### src/source/jpeg_quant_consts.svh
/* size constants of the quantizer: blocks per group, coefficients per block,
   buffer banks, coefficient and divisor widths, divider depth */

`ifndef JPEG_QUANT_CONSTS_SVH
`define JPEG_QUANT_CONSTS_SVH

//////////////////////////////////////////////////////////////////////
// group and block geometry

// blocks per group, one per DCT engine upstream
`define JQ_BLOCKS 5

// coefficients in one 8x8 block
`define JQ_COEFS 64

// coefficient buffer banks, so up to three groups can wait
`define JQ_BANKS 4

//////////////////////////////////////////////////////////////////////
// datapath widths

// signed coefficient, also the quotient width
`define JQ_COEF_WIDTH 16

// unsigned divisor from the quantization table
`define JQ_DIVISOR_WIDTH 8

// one restoring stage per quotient bit
`define JQ_DIV_STAGES 16

`endif

### src/quant_table.mem
// divisors of the luminance quantization table in zig-zag order
// one hex byte per entry, 8 entries per line
10 0b 0c 0e 0c 0a 10 0e
0d 0e 12 11 10 13 18 28
1a 18 16 16 18 31 23 25
1d 28 3a 33 3d 3c 39 33
38 37 40 48 5c 4e 40 44
57 45 37 38 50 6d 51 57
5f 62 67 68 67 3e 4d 71
79 70 64 78 5c 65 67 63

### src/source/jpeg_quant_pkg.sv
/* shared types of the quantizer: coefficient, buffer write, output tag
   and tagged quotient */

`include "jpeg_quant_consts.svh"

package jpeg_quant_pkg;

    //////////////////////////////////////////////////////////////////////
    // datapath words

    // signed DCT coefficient, reused for the quotient
    typedef logic signed [`JQ_COEF_WIDTH-1:0] coef_t;

    // one row-major write from the DCT side
    typedef struct packed {
        logic                          valid;
        logic [$clog2(`JQ_BLOCKS)-1:0] block;
        logic [$clog2(`JQ_COEFS)-1:0]  index;
        coef_t                         value;
    } coef_wr_t;

    //////////////////////////////////////////////////////////////////////
    // output stream

    // where a quotient belongs: block in the group, position in zig-zag order
    typedef struct packed {
        logic [$clog2(`JQ_BLOCKS)-1:0] block;
        logic [$clog2(`JQ_COEFS)-1:0]  zz_index;
    } quant_tag_t;

    // tagged quotient towards the entropy coder
    typedef struct packed {
        logic       valid;
        quant_tag_t tag;
        coef_t      quotient;
    } quant_out_t;

endpackage

### src/source/quant_scheduler.sv
/* quantizer scheduler: group walk in zig-zag order, zig-zag to row-major
   table, quantization table ROM and the read-aligned divider inputs */
`timescale 1ns/1ns
`include "jpeg_quant_consts.svh"

module quant_scheduler
    import jpeg_quant_pkg::*;
(
    input  logic                          clock,
    input  logic                          nreset,
    input  logic [$clog2(`JQ_BANKS)-1:0]  wr_bank_i,
    output logic [$clog2(`JQ_BANKS)-1:0]  rd_bank_o,
    output logic [$clog2(`JQ_BLOCKS)-1:0] rd_block_o,
    output logic [$clog2(`JQ_COEFS)-1:0]  rd_index_o,
    output logic                          div_valid_o,
    output logic [`JQ_DIVISOR_WIDTH-1:0]  div_divisor_o,
    output quant_tag_t                    div_tag_o
);

    localparam int BANK_BITS  = $clog2(`JQ_BANKS);
    localparam int BLOCK_BITS = $clog2(`JQ_BLOCKS);
    localparam int INDEX_BITS = $clog2(`JQ_COEFS);

    // row-major position of each zig-zag index
    localparam logic [INDEX_BITS-1:0] ZZ_TO_RM [`JQ_COEFS] = '{
        6'd0,  6'd1,  6'd8,  6'd16, 6'd9,  6'd2,  6'd3,  6'd10,
        6'd17, 6'd24, 6'd32, 6'd25, 6'd18, 6'd11, 6'd4,  6'd5,
        6'd12, 6'd19, 6'd26, 6'd33, 6'd40, 6'd48, 6'd41, 6'd34,
        6'd27, 6'd20, 6'd13, 6'd6,  6'd7,  6'd14, 6'd21, 6'd28,
        6'd35, 6'd42, 6'd49, 6'd56, 6'd57, 6'd50, 6'd43, 6'd36,
        6'd29, 6'd22, 6'd15, 6'd23, 6'd30, 6'd37, 6'd44, 6'd51,
        6'd58, 6'd59, 6'd52, 6'd45, 6'd38, 6'd31, 6'd39, 6'd46,
        6'd53, 6'd60, 6'd61, 6'd54, 6'd47, 6'd55, 6'd62, 6'd63
    };

    typedef enum logic {
        ST_WAIT,
        ST_QUANT
    } state_t;

    state_t                      state_q;
    logic [BANK_BITS-1:0]        rd_bank_q;
    logic [BANK_BITS-1:0]        next_bank;
    logic [BLOCK_BITS-1:0]       block_q;
    logic [INDEX_BITS-1:0]       zz_q;
    logic                        last_coef;
    logic                        last_block;
    logic                        issue;

    // divisors, stored in zig-zag order
    logic [`JQ_DIVISOR_WIDTH-1:0] qtable [`JQ_COEFS];

    initial begin
        $readmemh("/design/src/quant_table.mem", qtable);
    end

    assign last_coef  = (zz_q == INDEX_BITS'(`JQ_COEFS - 1));
    assign last_block = (block_q == BLOCK_BITS'(`JQ_BLOCKS - 1));
    assign next_bank  = rd_bank_q + BANK_BITS'(1);
    assign issue      = (state_q == ST_QUANT);

    //////////////////////////////////////////////////////////////////////
    // group walk

    always_ff @(posedge clock) begin
        if (nreset) begin
            state_q   <= ST_WAIT;
            rd_bank_q <= '0;
            block_q   <= '0;
            zz_q      <= '0;
        end else begin
            case (state_q)
                ST_WAIT: begin
                    // a closed group sits in every bank behind the writer
                    if (rd_bank_q != wr_bank_i) begin
                        state_q <= ST_QUANT;
                    end
                end

                ST_QUANT: begin
                    // wraps to 0 after the last coefficient of a block
                    zz_q <= zz_q + INDEX_BITS'(1);
                    if (last_coef) begin
                        if (last_block) begin
                            block_q   <= '0;
                            rd_bank_q <= next_bank;
                            // next group already closed, keep going without a gap
                            if (next_bank == wr_bank_i) begin
                                state_q <= ST_WAIT;
                            end
                        end else begin
                            block_q <= block_q + BLOCK_BITS'(1);
                        end
                    end
                end

                default: begin
                    state_q <= ST_WAIT;
                end
            endcase
        end
    end

    assign rd_bank_o  = rd_bank_q;
    assign rd_block_o = block_q;
    assign rd_index_o = ZZ_TO_RM[zz_q];

    //////////////////////////////////////////////////////////////////////
    // divider inputs, one cycle behind the buffer address

    always_ff @(posedge clock) begin
        if (nreset) begin
            div_valid_o <= 1'b0;
        end else begin
            div_valid_o <= issue;
        end
    end

    always_ff @(posedge clock) begin
        div_divisor_o      <= qtable[zz_q];
        div_tag_o.block    <= block_q;
        div_tag_o.zz_index <= zz_q;
    end

endmodule

### config.mk
export PLATFORM = sky130hd
export DESIGN_NAME = quant_scheduler
export DESIGN_NICKNAME = d
export VERILOG_FILES = /design/src/source/jpeg_quant_pkg.sv /design/src/source/quant_scheduler.sv
export VERILOG_INCLUDE_DIRS = /design/src /design/src/source
export SDC_FILE = /design/constraint.sdc
export NUM_CORES = 1
export LEC_CHECK = 0
export ABC_AREA = 1
export BUFFER_PORTS_ARGS = -buffer_cell sky130_fd_sc_hd__buf_4
export CORE_MARGIN = 4
export CORE_UTILIZATION = 35
export CTS_CLUSTER_SIZE = 14
export DETAILED_ROUTE_END_ITERATION = 6
export MAX_ROUTING_LAYER = met4
export PLACE_DENSITY_LB_ADDON = 0.12
export SYNTH_ARGS = -nofsm -noshare
export SYNTH_HDL_FRONTEND = slang
export SYNTH_SLANG_ARGS = --single-unit
### constraint.sdc
create_clock -name clock -period 3.2 [get_ports clock]
set_clock_uncertainty 0.1 [all_clocks]
set_input_delay 0.32 -clock clock [delete_from_list [all_inputs] [get_ports clock]]
set_output_delay 0.32 -clock clock [all_outputs]
set_load 0.005 [all_outputs]
==> qor.csv <==
metric;value;unit
Worst setup SP type;flip-flop;
largest net degree at the start of global routing;22;
GP Congestion;0.845;
Rows;25;
most frequent CP cell;nand2_1;
Worst Setup End Kind;primary output;
share of the core filled with cells;40.5;%
final worst slack;0.620;ns
sequential area share after synthesis;25.7;%
synth warn;0;
PortBufs;24;
I/O pins;33;
DR vias/cell;4.55;
synthesized flop and latch total;22;
post_cts resized;0;
Pre-Repair DR Iteration Count;4;
Clock Path Buffers;2;
# Post-CTS Setup Buffers;0;
DR vias;1505;
Post-Syn Area;0.00171;mm²
H-tree depth;1;
fin crit share;80.6;%
synth top area cells;dfxtp_1, nand2_1, ha_1, nand3_1, buf_4;
effective utilization at floorplan;36.2;%
gr usage total;13.9;%
delay-heaviest family, CP;flip-flops;
area of the multi-input gates;0.00105;mm²
CP Max Fanout;12;
Max-Cap Viols;0;
Seq. cell area;440;µm²
Critical Path AT;2.16;ns
CP required;2.78;ns
synth unique cells;31;
die height;77.9;µm
minimum clock period;2.58;ns
final hold violations;0;
worst rel slew slack;61.8;%
worst slew pin tran;0.573;ns
Detailed Route WL;3.94;mm
Slew Limit Fails;0;
leading area contributor after synthesis;dfxtp_1;
final setup vio count;0;
GR Overflow Total;0;
die width;77.9;µm
Slowest-stage cell, CP;dfxtp_1;
global-route wire length before repair;6.77;mm
CP cell instances;inv_1, ha_1, inv_1, nand2_1, nand3_1, nand2_1, a21oi_1, nand2_1, buf_4;
per-cell routed wire length;11.9;µm
path type of the worst setup path;reg2out;
clock latency on the worst-skew pair;0.25;ns
worst min path class;in2reg;
clock sinks;22;
CTS Hold Bufs;0;
Clock transition at path regs;0.07;ns
core area;0.00472;mm²
Ant. Diodes;0;
Final Instance Area;0.00191;mm²
Non-Filler Instances;331;
Max stage delay on crit path;0.57;ns
Worst VDD drop;0.205;mV
Max Clk Rate;388;MHz
1st-iter DRT viols;89;
Antenna Violating Nets Remaining;0;
status;complete, no violations;
RSZ-0062 raised after global routing;no;
antenna violations before repair;0;
pre-CTS setup slack;0.937;ns
cts bufs inserted;3;
dpl hpwl;2.98;mm
die area;0.00607;mm²
PD cells;312;mW/mm²
Gate Count Post-Synth;244;
DRC;0;
Lkg Pwr;0.923;nW
vias in the first global route;1362;
TritonCTS clock tree;built;
layout cells sized above 1;20.8;%
DP Area;0.00187;mm²
placed cell count;328;
area grow syn2layout;11.6;%
area share of the largest cell type after synthesis;25.7;%
nets;286;
setup TNS;0;ns
CTS Root Cell;clkbuf_8;
Mean Syn Cell Area;7.01;µm²
FILL cells;500;
Buf+Inv Stages, Crit Path;3;
==> final timing paths <==
| check | endpoint | slack [ns] | cells past startpoint | start |
|---|---|---|---|---|
| max | rd_index_o[1] | 0.62 | 9 | zz_q[1] |
| min | rd_bank_o[0] | 0.16 | 2 | nreset |
| max reg2reg | zz_q[2] | 1.54 | 5 | zz_q[1] |
| min reg2reg | div_tag_o[7] | 0.31 | 0 | rd_block_o[1] |
==> worst register-to-register path, delay by kind of cell, from the launching register on <==
kind                       cells  cell delay (ns)
buffers and inverters          1             0.09
AOI/OAI and AO/OA              2             0.23
DFF                            1             0.57
adders and majority gates      2             0.57
==> synth_stat cells (all sizes together) <==
cell type  instances
nand2             71
conb               1
nand3             39
or2                1
nand4              2
clkinv             1
o21a               1
xor2               2
o211a              1
clkbuf             1
dfxtp             22
ha                16
buf               15
o21ai             11
inv               25
nor2              22
xnor2              1
o22ai              1
a21oi             11
==> kinds of logic after synthesis <==
family,Yosys count,synth area share (%)
simple gates,135,37.8
buf+inv,42,14.4
compound gates,25,8.63
flops,22,25.7
fa+ha+maj,16,11.7
xor+xnor,3,1.54
other cells,1,0.219
==> area by class of cell <==
cell class	count	share of cell area (%)
Clock buffer	3	2.16
Sequential cell	22	23.1
Inverter	26	5.17
Tap cell	67	4.39
Timing Repair Buffer	26	10.2
Multi-Input combinational cell	187	55.0
==> flip-flops by register name, summed over array words and instances, names as in the netlist <==
name	cells
div_valid_o	1
zz_q	6
rd_bank_o	2
rd_block_o	3
div_tag_o	9
issue	1
==> cell usage in the layout (no fill, tap or decap), drive strengths merged <==
cell type / synthesis / routed
clkinv: 1 / 1
nand3: 39 / 39
o211a: 1 / 1
a21oi: 11 / 11
nor2: 22 / 22
xor2: 2 / 2
o21a: 1 / 1
ha: 16 / 16
xnor2: 1 / 1
conb: 1 / 8
or2: 1 / 1
o22ai: 1 / 1
buf: 15 / 26
o21ai: 11 / 11
inv: 25 / 25
nand4: 2 / 2
nand2: 71 / 71
clkbuf: 1 / 3
dfxtp: 22 / 22
==> stage by stage <==
stage	power (mW)	hold slack [ns]
2_1_floorplan	0.404	0.281
3_3_place_gp	0.440	0.294
3_5_place_dp	0.436	0.296
4_1_cts	0.604	0.150
5_1_grt	0.637	0.156
6_report	0.597	0.156
==> power by group <==
group / switching [mW] / internal, mW / total, mW
combinational: 0.0849 / 0.0522 / 0.137
clock: 0.0823 / 0.0838 / 0.166
sequential: 0.0112 / 0.282 / 0.293
total: 0.178 / 0.418 / 0.597
==> routing by layer <==
| metal | vias up | global-route usage (%) | wire [µm] |
|---|---|---|---|
| met5 | - | - | 0 |
| met4 | 0 | 2.10 | 20 |
| met3 | 2 | 2.32 | 191 |
| met2 | 38 | 19.9 | 1650 |
| met1 | 662 | 20.8 | 2090 |
| li1 | 803 | - | - |
Power figures use the tool's default switching activity.
