## src/source/jpeg_quant_consts.svh

```systemverilog
/* size constants of the quantizer: blocks per group, coefficients per block,
   buffer banks, coefficient and divisor widths, divider depth */

`ifndef JPEG_QUANT_CONSTS_SVH
`define JPEG_QUANT_CONSTS_SVH

//////////////////////////////////////////////////////////////////////
// group and block geometry

// blocks per group, one per DCT engine upstream
`define JQ_BLOCKS 5

// coefficients in one 8x8 block
`define JQ_COEFS 64

// coefficient buffer banks, so up to three groups can wait
`define JQ_BANKS 4

//////////////////////////////////////////////////////////////////////
// datapath widths

// signed coefficient, also the quotient width
`define JQ_COEF_WIDTH 16

// unsigned divisor from the quantization table
`define JQ_DIVISOR_WIDTH 8

// one restoring stage per quotient bit
`define JQ_DIV_STAGES 16

`endif

```

## src/source/jpeg_quant_pkg.sv

```systemverilog
/* shared types of the quantizer: coefficient, buffer write, output tag
   and tagged quotient */

`include "jpeg_quant_consts.svh"

package jpeg_quant_pkg;

    //////////////////////////////////////////////////////////////////////
    // datapath words

    // signed DCT coefficient, reused for the quotient
    typedef logic signed [`JQ_COEF_WIDTH-1:0] coef_t;

    // one row-major write from the DCT side
    typedef struct packed {
        logic                          valid;
        logic [$clog2(`JQ_BLOCKS)-1:0] block;
        logic [$clog2(`JQ_COEFS)-1:0]  index;
        coef_t                         value;
    } coef_wr_t;

    //////////////////////////////////////////////////////////////////////
    // output stream

    // where a quotient belongs: block in the group, position in zig-zag order
    typedef struct packed {
        logic [$clog2(`JQ_BLOCKS)-1:0] block;
        logic [$clog2(`JQ_COEFS)-1:0]  zz_index;
    } quant_tag_t;

    // tagged quotient towards the entropy coder
    typedef struct packed {
        logic       valid;
        quant_tag_t tag;
        coef_t      quotient;
    } quant_out_t;

endpackage

```

## src/source/pipelined_divider.sv

```systemverilog
/* signed by unsigned restoring divider, one stage per quotient bit,
   with a tag of any packed type carried alongside */
`timescale 1ns/1ns
`include "jpeg_quant_consts.svh"

module pipelined_divider
    import jpeg_quant_pkg::*;
#(
    parameter type tag_t = logic [7:0]
) (
    input  logic                         clock,
    input  logic                         nreset,
    input  logic                         valid_i,
    input  coef_t                        dividend_i,
    input  logic [`JQ_DIVISOR_WIDTH-1:0] divisor_i,
    input  tag_t                         tag_i,
    output logic                         valid_o,
    output coef_t                        quotient_o,
    output tag_t                         tag_o
);

    localparam int CW     = `JQ_COEF_WIDTH;
    localparam int DW     = `JQ_DIVISOR_WIDTH;
    localparam int STAGES = `JQ_DIV_STAGES;

    // dq starts as the dividend magnitude, quotient bits shift in from the right
    typedef struct packed {
        logic          neg;
        logic [DW-1:0] divisor;
        logic [DW-1:0] rem;
        logic [CW-1:0] dq;
        tag_t          tag;
    } stage_t;

    stage_t              in_stage;
    stage_t              stage_q [STAGES];
    logic [STAGES-1:0]   valid_q;

    // one restoring step: bring down the next dividend bit, subtract if it fits
    function automatic stage_t restore_step(input stage_t s);
        logic [DW:0] trial;
        stage_t      r;
        r     = s;
        trial = {s.rem, s.dq[CW-1]};
        r.dq  = {s.dq[CW-2:0], 1'b0};
        if (trial >= {1'b0, s.divisor}) begin
            trial   = trial - {1'b0, s.divisor};
            r.dq[0] = 1'b1;
        end
        r.rem = trial[DW-1:0];
        return r;
    endfunction

    //////////////////////////////////////////////////////////////////////
    // input stage

    // -32768 maps onto 16'h8000, which is its magnitude read as unsigned
    always_comb begin
        in_stage.neg     = dividend_i[CW-1];
        in_stage.divisor = divisor_i;
        in_stage.rem     = '0;
        in_stage.dq      = dividend_i[CW-1] ? -dividend_i : dividend_i;
        in_stage.tag     = tag_i;
    end

    //////////////////////////////////////////////////////////////////////
    // restoring stages and sign restore

    always_ff @(posedge clock) begin
        if (nreset) begin
            valid_q <= '0;
            valid_o <= 1'b0;
        end else begin
            valid_q <= {valid_q[STAGES-2:0], valid_i};
            valid_o <= valid_q[STAGES-1];
        end
    end

    always_ff @(posedge clock) begin
        stage_q[0] <= restore_step(in_stage);
        for (int k = 1; k < STAGES; k++) begin
            stage_q[k] <= restore_step(stage_q[k-1]);
        end
        // magnitude quotient, so the signed result truncates toward zero
        quotient_o <= stage_q[STAGES-1].neg ? coef_t'(-stage_q[STAGES-1].dq)
                                            : coef_t'(stage_q[STAGES-1].dq);
        tag_o      <= stage_q[STAGES-1].tag;
    end

endmodule

```

## config.mk

```make
export PLATFORM = sky130hd
export DESIGN_NAME = pipelined_divider
export DESIGN_NICKNAME = d
export VERILOG_FILES = /design/src/source/jpeg_quant_pkg.sv /design/src/source/pipelined_divider.sv
export VERILOG_INCLUDE_DIRS = /design/src /design/src/source
export SDC_FILE = /design/constraint.sdc
export NUM_CORES = 1
export LEC_CHECK = 0
export CORE_MARGIN = 2
export CORE_UTILIZATION = 50
export CTS_CLUSTER_SIZE = 14
export DETAILED_ROUTE_END_ITERATION = 7
export DONT_BUFFER_PORTS = 1
export HOLD_SLACK_MARGIN = 0.03
export PLACE_DENSITY = 0.72
export SYNTH_ARGS = -nofsm -noshare
export SYNTH_HDL_FRONTEND = slang
export SYNTH_SLANG_ARGS = --single-unit
export TNS_END_PERCENT = 5
```

## constraint.sdc

```tcl
create_clock -name clock -period 3.4 [get_ports clock]
set_clock_uncertainty 0.2 [all_clocks]
set_input_delay 0.17 -clock clock [delete_from_list [all_inputs] [get_ports clock]]
set_output_delay 0.17 -clock clock [all_outputs]
set_load 0.01 [all_outputs]
```

==> results of run 1 <==
==> cells by family after synthesis <==
logic type / Yosys count / share of synthesized area
muxes: 111 / 0.0563
and+or+nand+nor: 294 / 0.0699
buffers and inverters: 204 / 0.0376
AOI/OAI and AO/OA: 263 / 0.0908
DFF: 681 / 0.632
adders and majority gates: 138 / 0.0850
xor gates and xnor gates: 69 / 0.0280
==> sequential cells by signal, indices dropped and copies added, names as in the netlist <==
signal	flops
valid_o	1
tag_o	8
quotient_o	16
valid_q	16
stage_q	640
==> placed cells by master (no fill, tap or decap), types with 34 or more instances in the layout <==
master / count
a21o_1: 45
a21oi_1: 38
clkbuf_16: 71
dfxtp_1: 681
dlygate4sd3_1: 62
ha_1: 124
inv_1: 172
mux2_2: 82
nand2_1: 35
nor2_1: 61
nor2b_1: 34
nor3_1: 62
xnor2_1: 68
==> timing repair <==
item                                   CTS  global route
resized for setup                        0             0
hold buffers                            62             0
buffers inserted                         0             0
endpoints found under the hold margin   58             0
==> metal layers <==
layer | part of all wire | GRT usage | up-vias
met4 | 0.022 | 0.0610 | 0
met1 | 0.46 | 0.182 | 5614
met5 | 0 | 0 | -
met2 | 0.47 | 0.249 | 198
met3 | 0.043 | 0.0334 | 64
li1 | - | - | 6221
==> final cells by class <==
cell class | instances | share of cell area
clock buffers | 92 | 0.0780
clock inverters | 30 | 0.0125
inverters | 172 | 0.0259
multi-input cells | 875 | 0.285
flip-flops and latches | 681 | 0.546
well taps | 546 | 0.0274
repair buffers | 62 | 0.0249
==> power breakdown <==
part	leakage [nW]	internal (mW)	switching [mW]
clock	1.12	4.41	2.90
sequential	5.71	9.45	0.609
combinational	4.44	2.78	2.74
total	11.3	16.6	6.25
==> through the flow <==
| stage | std cells | setup WS [ns] |
|---|---|---|
| CTS | 2458 | 0.570 |
| finish | 2458 | 0.370 |
| global placement | 2274 | 0.578 |
| global route | 2458 | 0.227 |
| floorplan | 1760 | 0.618 |
| detailed placement | 2274 | 0.537 |
==> cell usage after synthesis (33+ instances only) <==
| cell | number |
|---|---|
| nand3_1 | 33 |
| mux2_2 | 82 |
| inv_1 | 172 |
| a21o_1 | 45 |
| nor3_1 | 62 |
| nand2_1 | 35 |
| dfxtp_1 | 681 |
| nor2b_1 | 34 |
| nor2_1 | 61 |
| ha_1 | 124 |
| a21oi_1 | 38 |
| xnor2_1 | 68 |
==> path summary, 6_finish.rpt <==
| kind | start | end | slack [ns] |
|---|---|---|---|
| setup / recovery | dividend_i[3] | stage_q[0][25]$_SDFF_PN0_ | 0.37 |
| hold / removal | divisor_i[5] | stage_q[0][37]$_DFF_P_ | 0.07 |
| setup reg to reg | stage_q[0][161]$_DFF_P_ | stage_q[0][192]$_DFF_P_ | 0.76 |
| hold reg to reg | stage_q[0][305]$_DFF_P_ | stage_q[1][19]$_DFF_P_ | 0.12 |
==> metrics.log, run 1 <==
[metrics] first-pass GRT wire length: 54.8 mm
[metrics] post-route design area: 25,000 um^2
[metrics] clock insertion delay at the later pin of the skew report: 0.57 ns
[metrics] critical path, cell by cell: dlygate4sd3_1, or3_4, nor2_4, nand3_2, or4_4, ha_1, inv_1, ha_1, nor3b_1, a21oi_1, or2_2, inv_1, and2_1
[metrics] largest net degree at the start of global routing: 18
[metrics] Leakage: 11.3 nW
[metrics] number of global-route vias before repair: 12,100
[metrics] max incr delay on CP: 0.58 ns
[metrics] Total Die Area: 44,800 um^2
[metrics] cell accounting for the most synthesized area: dfxtp_1
[metrics] Synth async-reset ratio: 0
[metrics] worst path buffer plus inverter count: 3
[metrics] synth top area cells: dfxtp_1 63%, ha_1 7.2%, mux2_2 4.3%
[metrics] final worst hold slack: 0.0744 ns
[metrics] wirelength, routed: 31.9 mm
[metrics] instance count of the mapped netlist: 1,760
[metrics] number of distinct library cell variants in the gate-level netlist after synthesis: 49
[metrics] Power per Cell Area: 918 nW/um^2
[metrics] number of I/O port buffers: 0
[metrics] type of element launching the critical path: input pin
[metrics] via/cell ratio: 4.92
[metrics] Clk Tree Root Cell: clkbuf_16
[metrics] CTS Sinks: 681
[metrics] floorplan row count: 76
[metrics] sum of negative setup slack: 0 ns
[metrics] Total Power: 22.9 mW
[metrics] fraction of synthesized cell area taken by the top area cell type: 0.632
[metrics] number of antenna violations at the first check in global routing: 0
[metrics] starting utilization of the core area: 0.504
[metrics] fill cell total of the finished layout: 3,425
[metrics] final core area utilization: 0.583
[metrics] Data arrival, critical path: 3.35 ns
[metrics] clock tree from TritonCTS: built
[metrics] EDFF count, synth: 0
[metrics] antenna-violating nets left: 0
[metrics] Die Wd: 212 um
[metrics] Core Region: 42,800 um^2
[metrics] flip-flop and latch count after synthesis: 681
[metrics] share of cells above drive strength 1: 0.105
[metrics] ys flop type: dfxtp_1
[metrics] reported max-cap violation count: 0
[metrics] Levels on crit path: 13
[metrics] dpl hpwl: 21.8 mm
[metrics] number of buffers added by the clock tree synthesis step: 69
[metrics] Total GRT Usage: 0.147
[metrics] ports placed on the boundary: 60
[metrics] level count of the clock H-tree: 3
[metrics] number of cells traversed by the worst register-to-register path: 6
[metrics] residual DRC count: 0
[metrics] worst max-slew margin expressed relative to the limit: 0.567
[metrics] Via Count: 12,100
[metrics] dominant delay contributor by cell family on the critical path: simple AND/OR/NAND/NOR gates
[metrics] iteration count of the initial detailed-routing pass: 4
[metrics] transition time at the pin with the least slew margin: 0.650 ns
[metrics] Final Max Slew Viols: 0
[metrics] RSZ-0062 raised after global routing: false
[metrics] status: finished, final reports clean
[metrics] diode count: 0
[metrics] worst vdd rail ir drop: 463 uV
[metrics] cell area after technology mapping: 21,600 um^2
[metrics] setup violators final: 0
[metrics] synthesized net count: 1,933
[metrics] cell with the biggest individual delay on the critical path: dlygate4sd3_1
[metrics] routed length per instance: 13.0 um
[metrics] CP max FO: 6
[metrics] synthesized area divided by synthesized cell count: 12.2 um^2
[metrics] Synth Warn #: 0
[metrics] worst setup path category: in -> reg
[metrics] area taken by multi-input logic gates: 7110 um^2
[metrics] final hold violation count: 0
[metrics] worst hold path cell count: 1
[metrics] clock-pin transition on the worst setup and hold timing paths: 0.06 ns
[metrics] overflow left after global routing: 0
[metrics] final worst-path cycle share: 0.891
[metrics] number of buffers between clock root and the deepest sink: 3
[metrics] Area Growth Syn to Fin: 15.8%
[metrics] die outline height: 212 um
[metrics] # nets final: 2,034
[metrics] placed inst area: 22,100 um^2
[metrics] clock period minus final worst setup slack: 3.03 ns
[metrics] worst hold path class: in -> reg
[metrics] register area share after synthesis: 0.632
[metrics] Iter 0 DRT Violations: 465
[metrics] storage element area: 13,600 um^2
[metrics] final weighted congestion in routability-driven placement: 0.849
[metrics] fmax: 0.330 GHz
[metrics] Required @ worst endpoint: 3.72 ns
[metrics] crit path capture type: flop
(Power assumes the default switching activity.)
==> inputs of run 2 (changes only) <==
ABC_AREA = 1   (was not set)
==> run 2 against run 1 <==
Compared with the run above:
- clock-buffer cell count is 2 higher
- worst setup slack worse by 0.19 ns
- die area is 7.1% higher
- critical path depth is 3 higher
- clock power grew 11%
- sequential cell count is the same
- register-to-register slack improved by 0.70 ns
- maximum frequency decreased by 6.0%
- area after synthesis rose by 7.2%
- critical path type unchanged
- largest power group unchanged
- highest routed layer unchanged
==> metrics.log, run 2 <==
[metrics] worst path buffer plus inverter count: 6
[metrics] Required @ worst endpoint: 3.72 ns
[metrics] die outline height: 219 um
[metrics] transition time at the pin with the least slew margin: 0.800 ns
[metrics] Final Max Slew Viols: 0
[metrics] number of global-route vias before repair: 14,900
[metrics] type of element launching the critical path: input pin
[metrics] RSZ-0062 raised after global routing: false
[metrics] sum of negative setup slack: 0 ns
[metrics] synthesized net count: 2,638
[metrics] Leakage: 13.4 nW
[metrics] via/cell ratio: 4.68
[metrics] level count of the clock H-tree: 3
[metrics] instance count of the mapped netlist: 2,465
[metrics] iteration count of the initial detailed-routing pass: 5
[metrics] number of buffers added by the clock tree synthesis step: 69
[metrics] most frequently used cell type in the post-synthesis netlist: dfxtp_1
[metrics] Iter 0 DRT Violations: 774
[metrics] largest net degree at the start of global routing: 19
[metrics] Levels on crit path: 16
[metrics] Data arrival, critical path: 3.54 ns
[metrics] worst hold path class: in -> reg
[metrics] worst max-slew margin expressed relative to the limit: 0.465
[metrics] end of the worst register-to-register path: stage_q[0][318]$_DFF_P_
[metrics] RR Startpoint: stage_q[0][282]$_DFF_P_
[metrics] crit path capture type: flop
[metrics] worst setup path category: in -> reg
[metrics] clock tree from TritonCTS: built
[metrics] overflow left after global routing: 0
[metrics] floorplan row count: 78
[metrics] clock period minus final worst setup slack: 3.22 ns
[metrics] synth top area cells: dfxtp_1 59%, nand2_1 11%, ha_1 6.7%
[metrics] diode count: 0
[metrics] final hold violation count: 0
[metrics] final worst-path cycle share: 0.948
[metrics] clock-pin transition on the worst setup and hold timing paths: 0.06 ns
[metrics] number of I/O port buffers: 0
[metrics] CP max FO: 5
[metrics] dpl hpwl: 29.6 mm
[metrics] hold wc startpoint: divisor_i[1]
[metrics] # nets final: 2,760
[metrics] uppermost layer routed: met4
[metrics] Die Wd: 219 um
[metrics] register area share after synthesis: 0.590
[metrics] cell with the biggest individual delay on the critical path: dlygate4sd3_1
[metrics] synthesized area divided by synthesized cell count: 9.38 um^2
[metrics] max reg flops: 640
[metrics] status: finished, final reports clean
[metrics] EDFF count, synth: 0
[metrics] final worst hold slack: 0.0759 ns
[metrics] cell area after technology mapping: 23,100 um^2
[metrics] worst hold path cell count: 1
[metrics] dominant delay contributor by cell family on the critical path: buffers and inverters
[metrics] Total Die Area: 48,000 um^2
[metrics] metal2 WL: 19.9 mm
[metrics] share of cells above drive strength 1: 0.0924
[metrics] highest-count cells in the layout ignoring fill and taps: 681 x dfxtp_1, 654 x nand2_1, 360 x inv_1
[metrics] cell accounting for the most synthesized area: dfxtp_1
[metrics] wirelength, routed: 40.8 mm
[metrics] final core area utilization: 0.592
[metrics] routed length per instance: 12.6 um
[metrics] ports placed on the boundary: 60
[metrics] Clk Tree Root Cell: clkbuf_16
[metrics] number of antenna violations at the first check in global routing: 1
[metrics] register ranked first by flip-flop count: stage_q
[metrics] Area Growth Syn to Fin: 16.6%
[metrics] Via Count: 15,200
[metrics] first-pass GRT wire length: 69.0 mm
[metrics] commonest cells in the netlist: 681 x dfxtp_1, 654 x nand2_1, 360 x inv_1
[metrics] most common library cell in the layout ignoring fill and taps: dfxtp_1
[metrics] routed wire length on met3: 1.56 mm
[metrics] final weighted congestion in routability-driven placement: 0.889
[metrics] flip-flop and latch count after synthesis: 681
[metrics] residual DRC count: 0
[metrics] antenna-violating nets left: 0
[metrics] clock insertion delay at the later pin of the skew report: 0.60 ns
[metrics] number of distinct library cell variants in the gate-level netlist after synthesis: 33
[metrics] number of buffers between clock root and the deepest sink: 3
[metrics] leading registers by flop count: stage_q x640, quotient_o x16, valid_q x16
[metrics] fraction of synthesized cell area taken by the top area cell type: 0.590
[metrics] fmax: 0.310 GHz
[metrics] CTS Sinks: 681
[metrics] max incr delay on CP: 0.58 ns
[metrics] Power per Cell Area: 909 nW/um^2
[metrics] Synth async-reset ratio: 0
[metrics] starting utilization of the core area: 0.508
[metrics] fill cell total of the finished layout: 3,844
[metrics] slack of the worst reg-to-reg path: 1.46 ns
[metrics] worst vdd rail ir drop: 538 uV
[metrics] critical path, cell by cell: dlygate4sd3_1, nor2_2, dlygate4sd3_1, nand2_1, dlygate4sd3_1, nor2_1, nand3_1, ha_1, inv_1, ha_1, inv_1, nor2_1, nand2_1, a21oi_2, inv_1, nor2_1
[metrics] Core Region: 45,500 um^2
[metrics] setup violators final: 0
[metrics] hold path endpoint: stage_q[0][33]$_DFF_P_
[metrics] number of cells traversed by the worst register-to-register path: 10
[metrics] ys flop type: dfxtp_1
[metrics] reported max-cap violation count: 0
[metrics] Total GRT Usage: 0.176
[metrics] Synth Warn #: 0
[metrics] WL met1: 18.3 mm
## run 2: per-layer routing
layer / vias to the layer above / track usage
li1: 7880 / -
met1: 6919 / 0.214
met2: 278 / 0.310
met3: 91 / 0.0355
met4: 0 / 0.0624
met5: - / 0
## run 2: cell families (layout without fill, tap and decap cells)
logic type,Yosys count,count (layout),synth area share
xor+xnor,60,60,0.0227
flops,681,681,0.590
simple gates,1122,1122,0.224
buf+inv,394,571,0.0676
compound gates,70,70,0.0171
fa+ha+maj,138,138,0.0793
## run 2: report_power, final
part | switching, mW | internal (mW)
clock | 3.01 | 5.13
sequential | 0.739 | 9.47
combinational | 3.78 | 2.37
## run 2: through the flow
step	power (mW)	area (um^2)	instances	setup slack (ns)
6_report	24.5	26900	3242	0.178
2_1_floorplan	15.2	23100	2465	1.48
3_3_place_gp	16.2	23700	3050	0.962
5_1_grt	26.1	26900	3242	0.0171
3_5_place_dp	16.4	23700	3050	0.902
4_1_cts	24.7	26900	3242	0.246
## run 2: layout make-up
class                      instances  area (um^2)  share of cell area
inverter                         379         1430              0.0530
clock inverter                    32          512              0.0190
tap                              600          751              0.0279
clock buffer                      94         2040              0.0756
timing repair buffer              66          661              0.0245
multi-input combinational       1390         7920               0.294
sequential                       681        13600               0.506
## run 2: how the worst max path moves through the flow
stage,from,to,slack (ns)
2_1_floorplan,dividend_i[2],stage_q[0][30]$_SDFF_PN0_,1.48
4_1_cts,dividend_i[6],stage_q[0][29]$_SDFF_PN0_,0.25
3_3_place_gp,dividend_i[2],stage_q[0][30]$_SDFF_PN0_,0.96
5_1_grt,dividend_i[6],stage_q[0][29]$_SDFF_PN0_,0.02
6_report,dividend_i[6],stage_q[0][29]$_SDFF_PN0_,0.18
3_5_place_dp,dividend_i[2],stage_q[0][29]$_SDFF_PN0_,0.90
## run 2: repair_timing
item | in CTS | in global routing
setup buffers | 0 | 0
gates resized for setup | 0 | 2
endpoints found under the hold margin | 58 | 0
setup endpoints to repair | 0 | 5
hold buffers | 66 | 0
## run 2: worst register-to-register path, stage by stage (launching register included)
cell     delay [ns]
dfxtp_1        0.33
inv_1          0.06
ha_1           0.34
nand2_1        0.12
inv_1          0.08
nand2_1        0.13
nand3_2        0.10
nand2_2        0.18
nand2_4        0.14
nand2_1        0.09
nand2_1        0.05
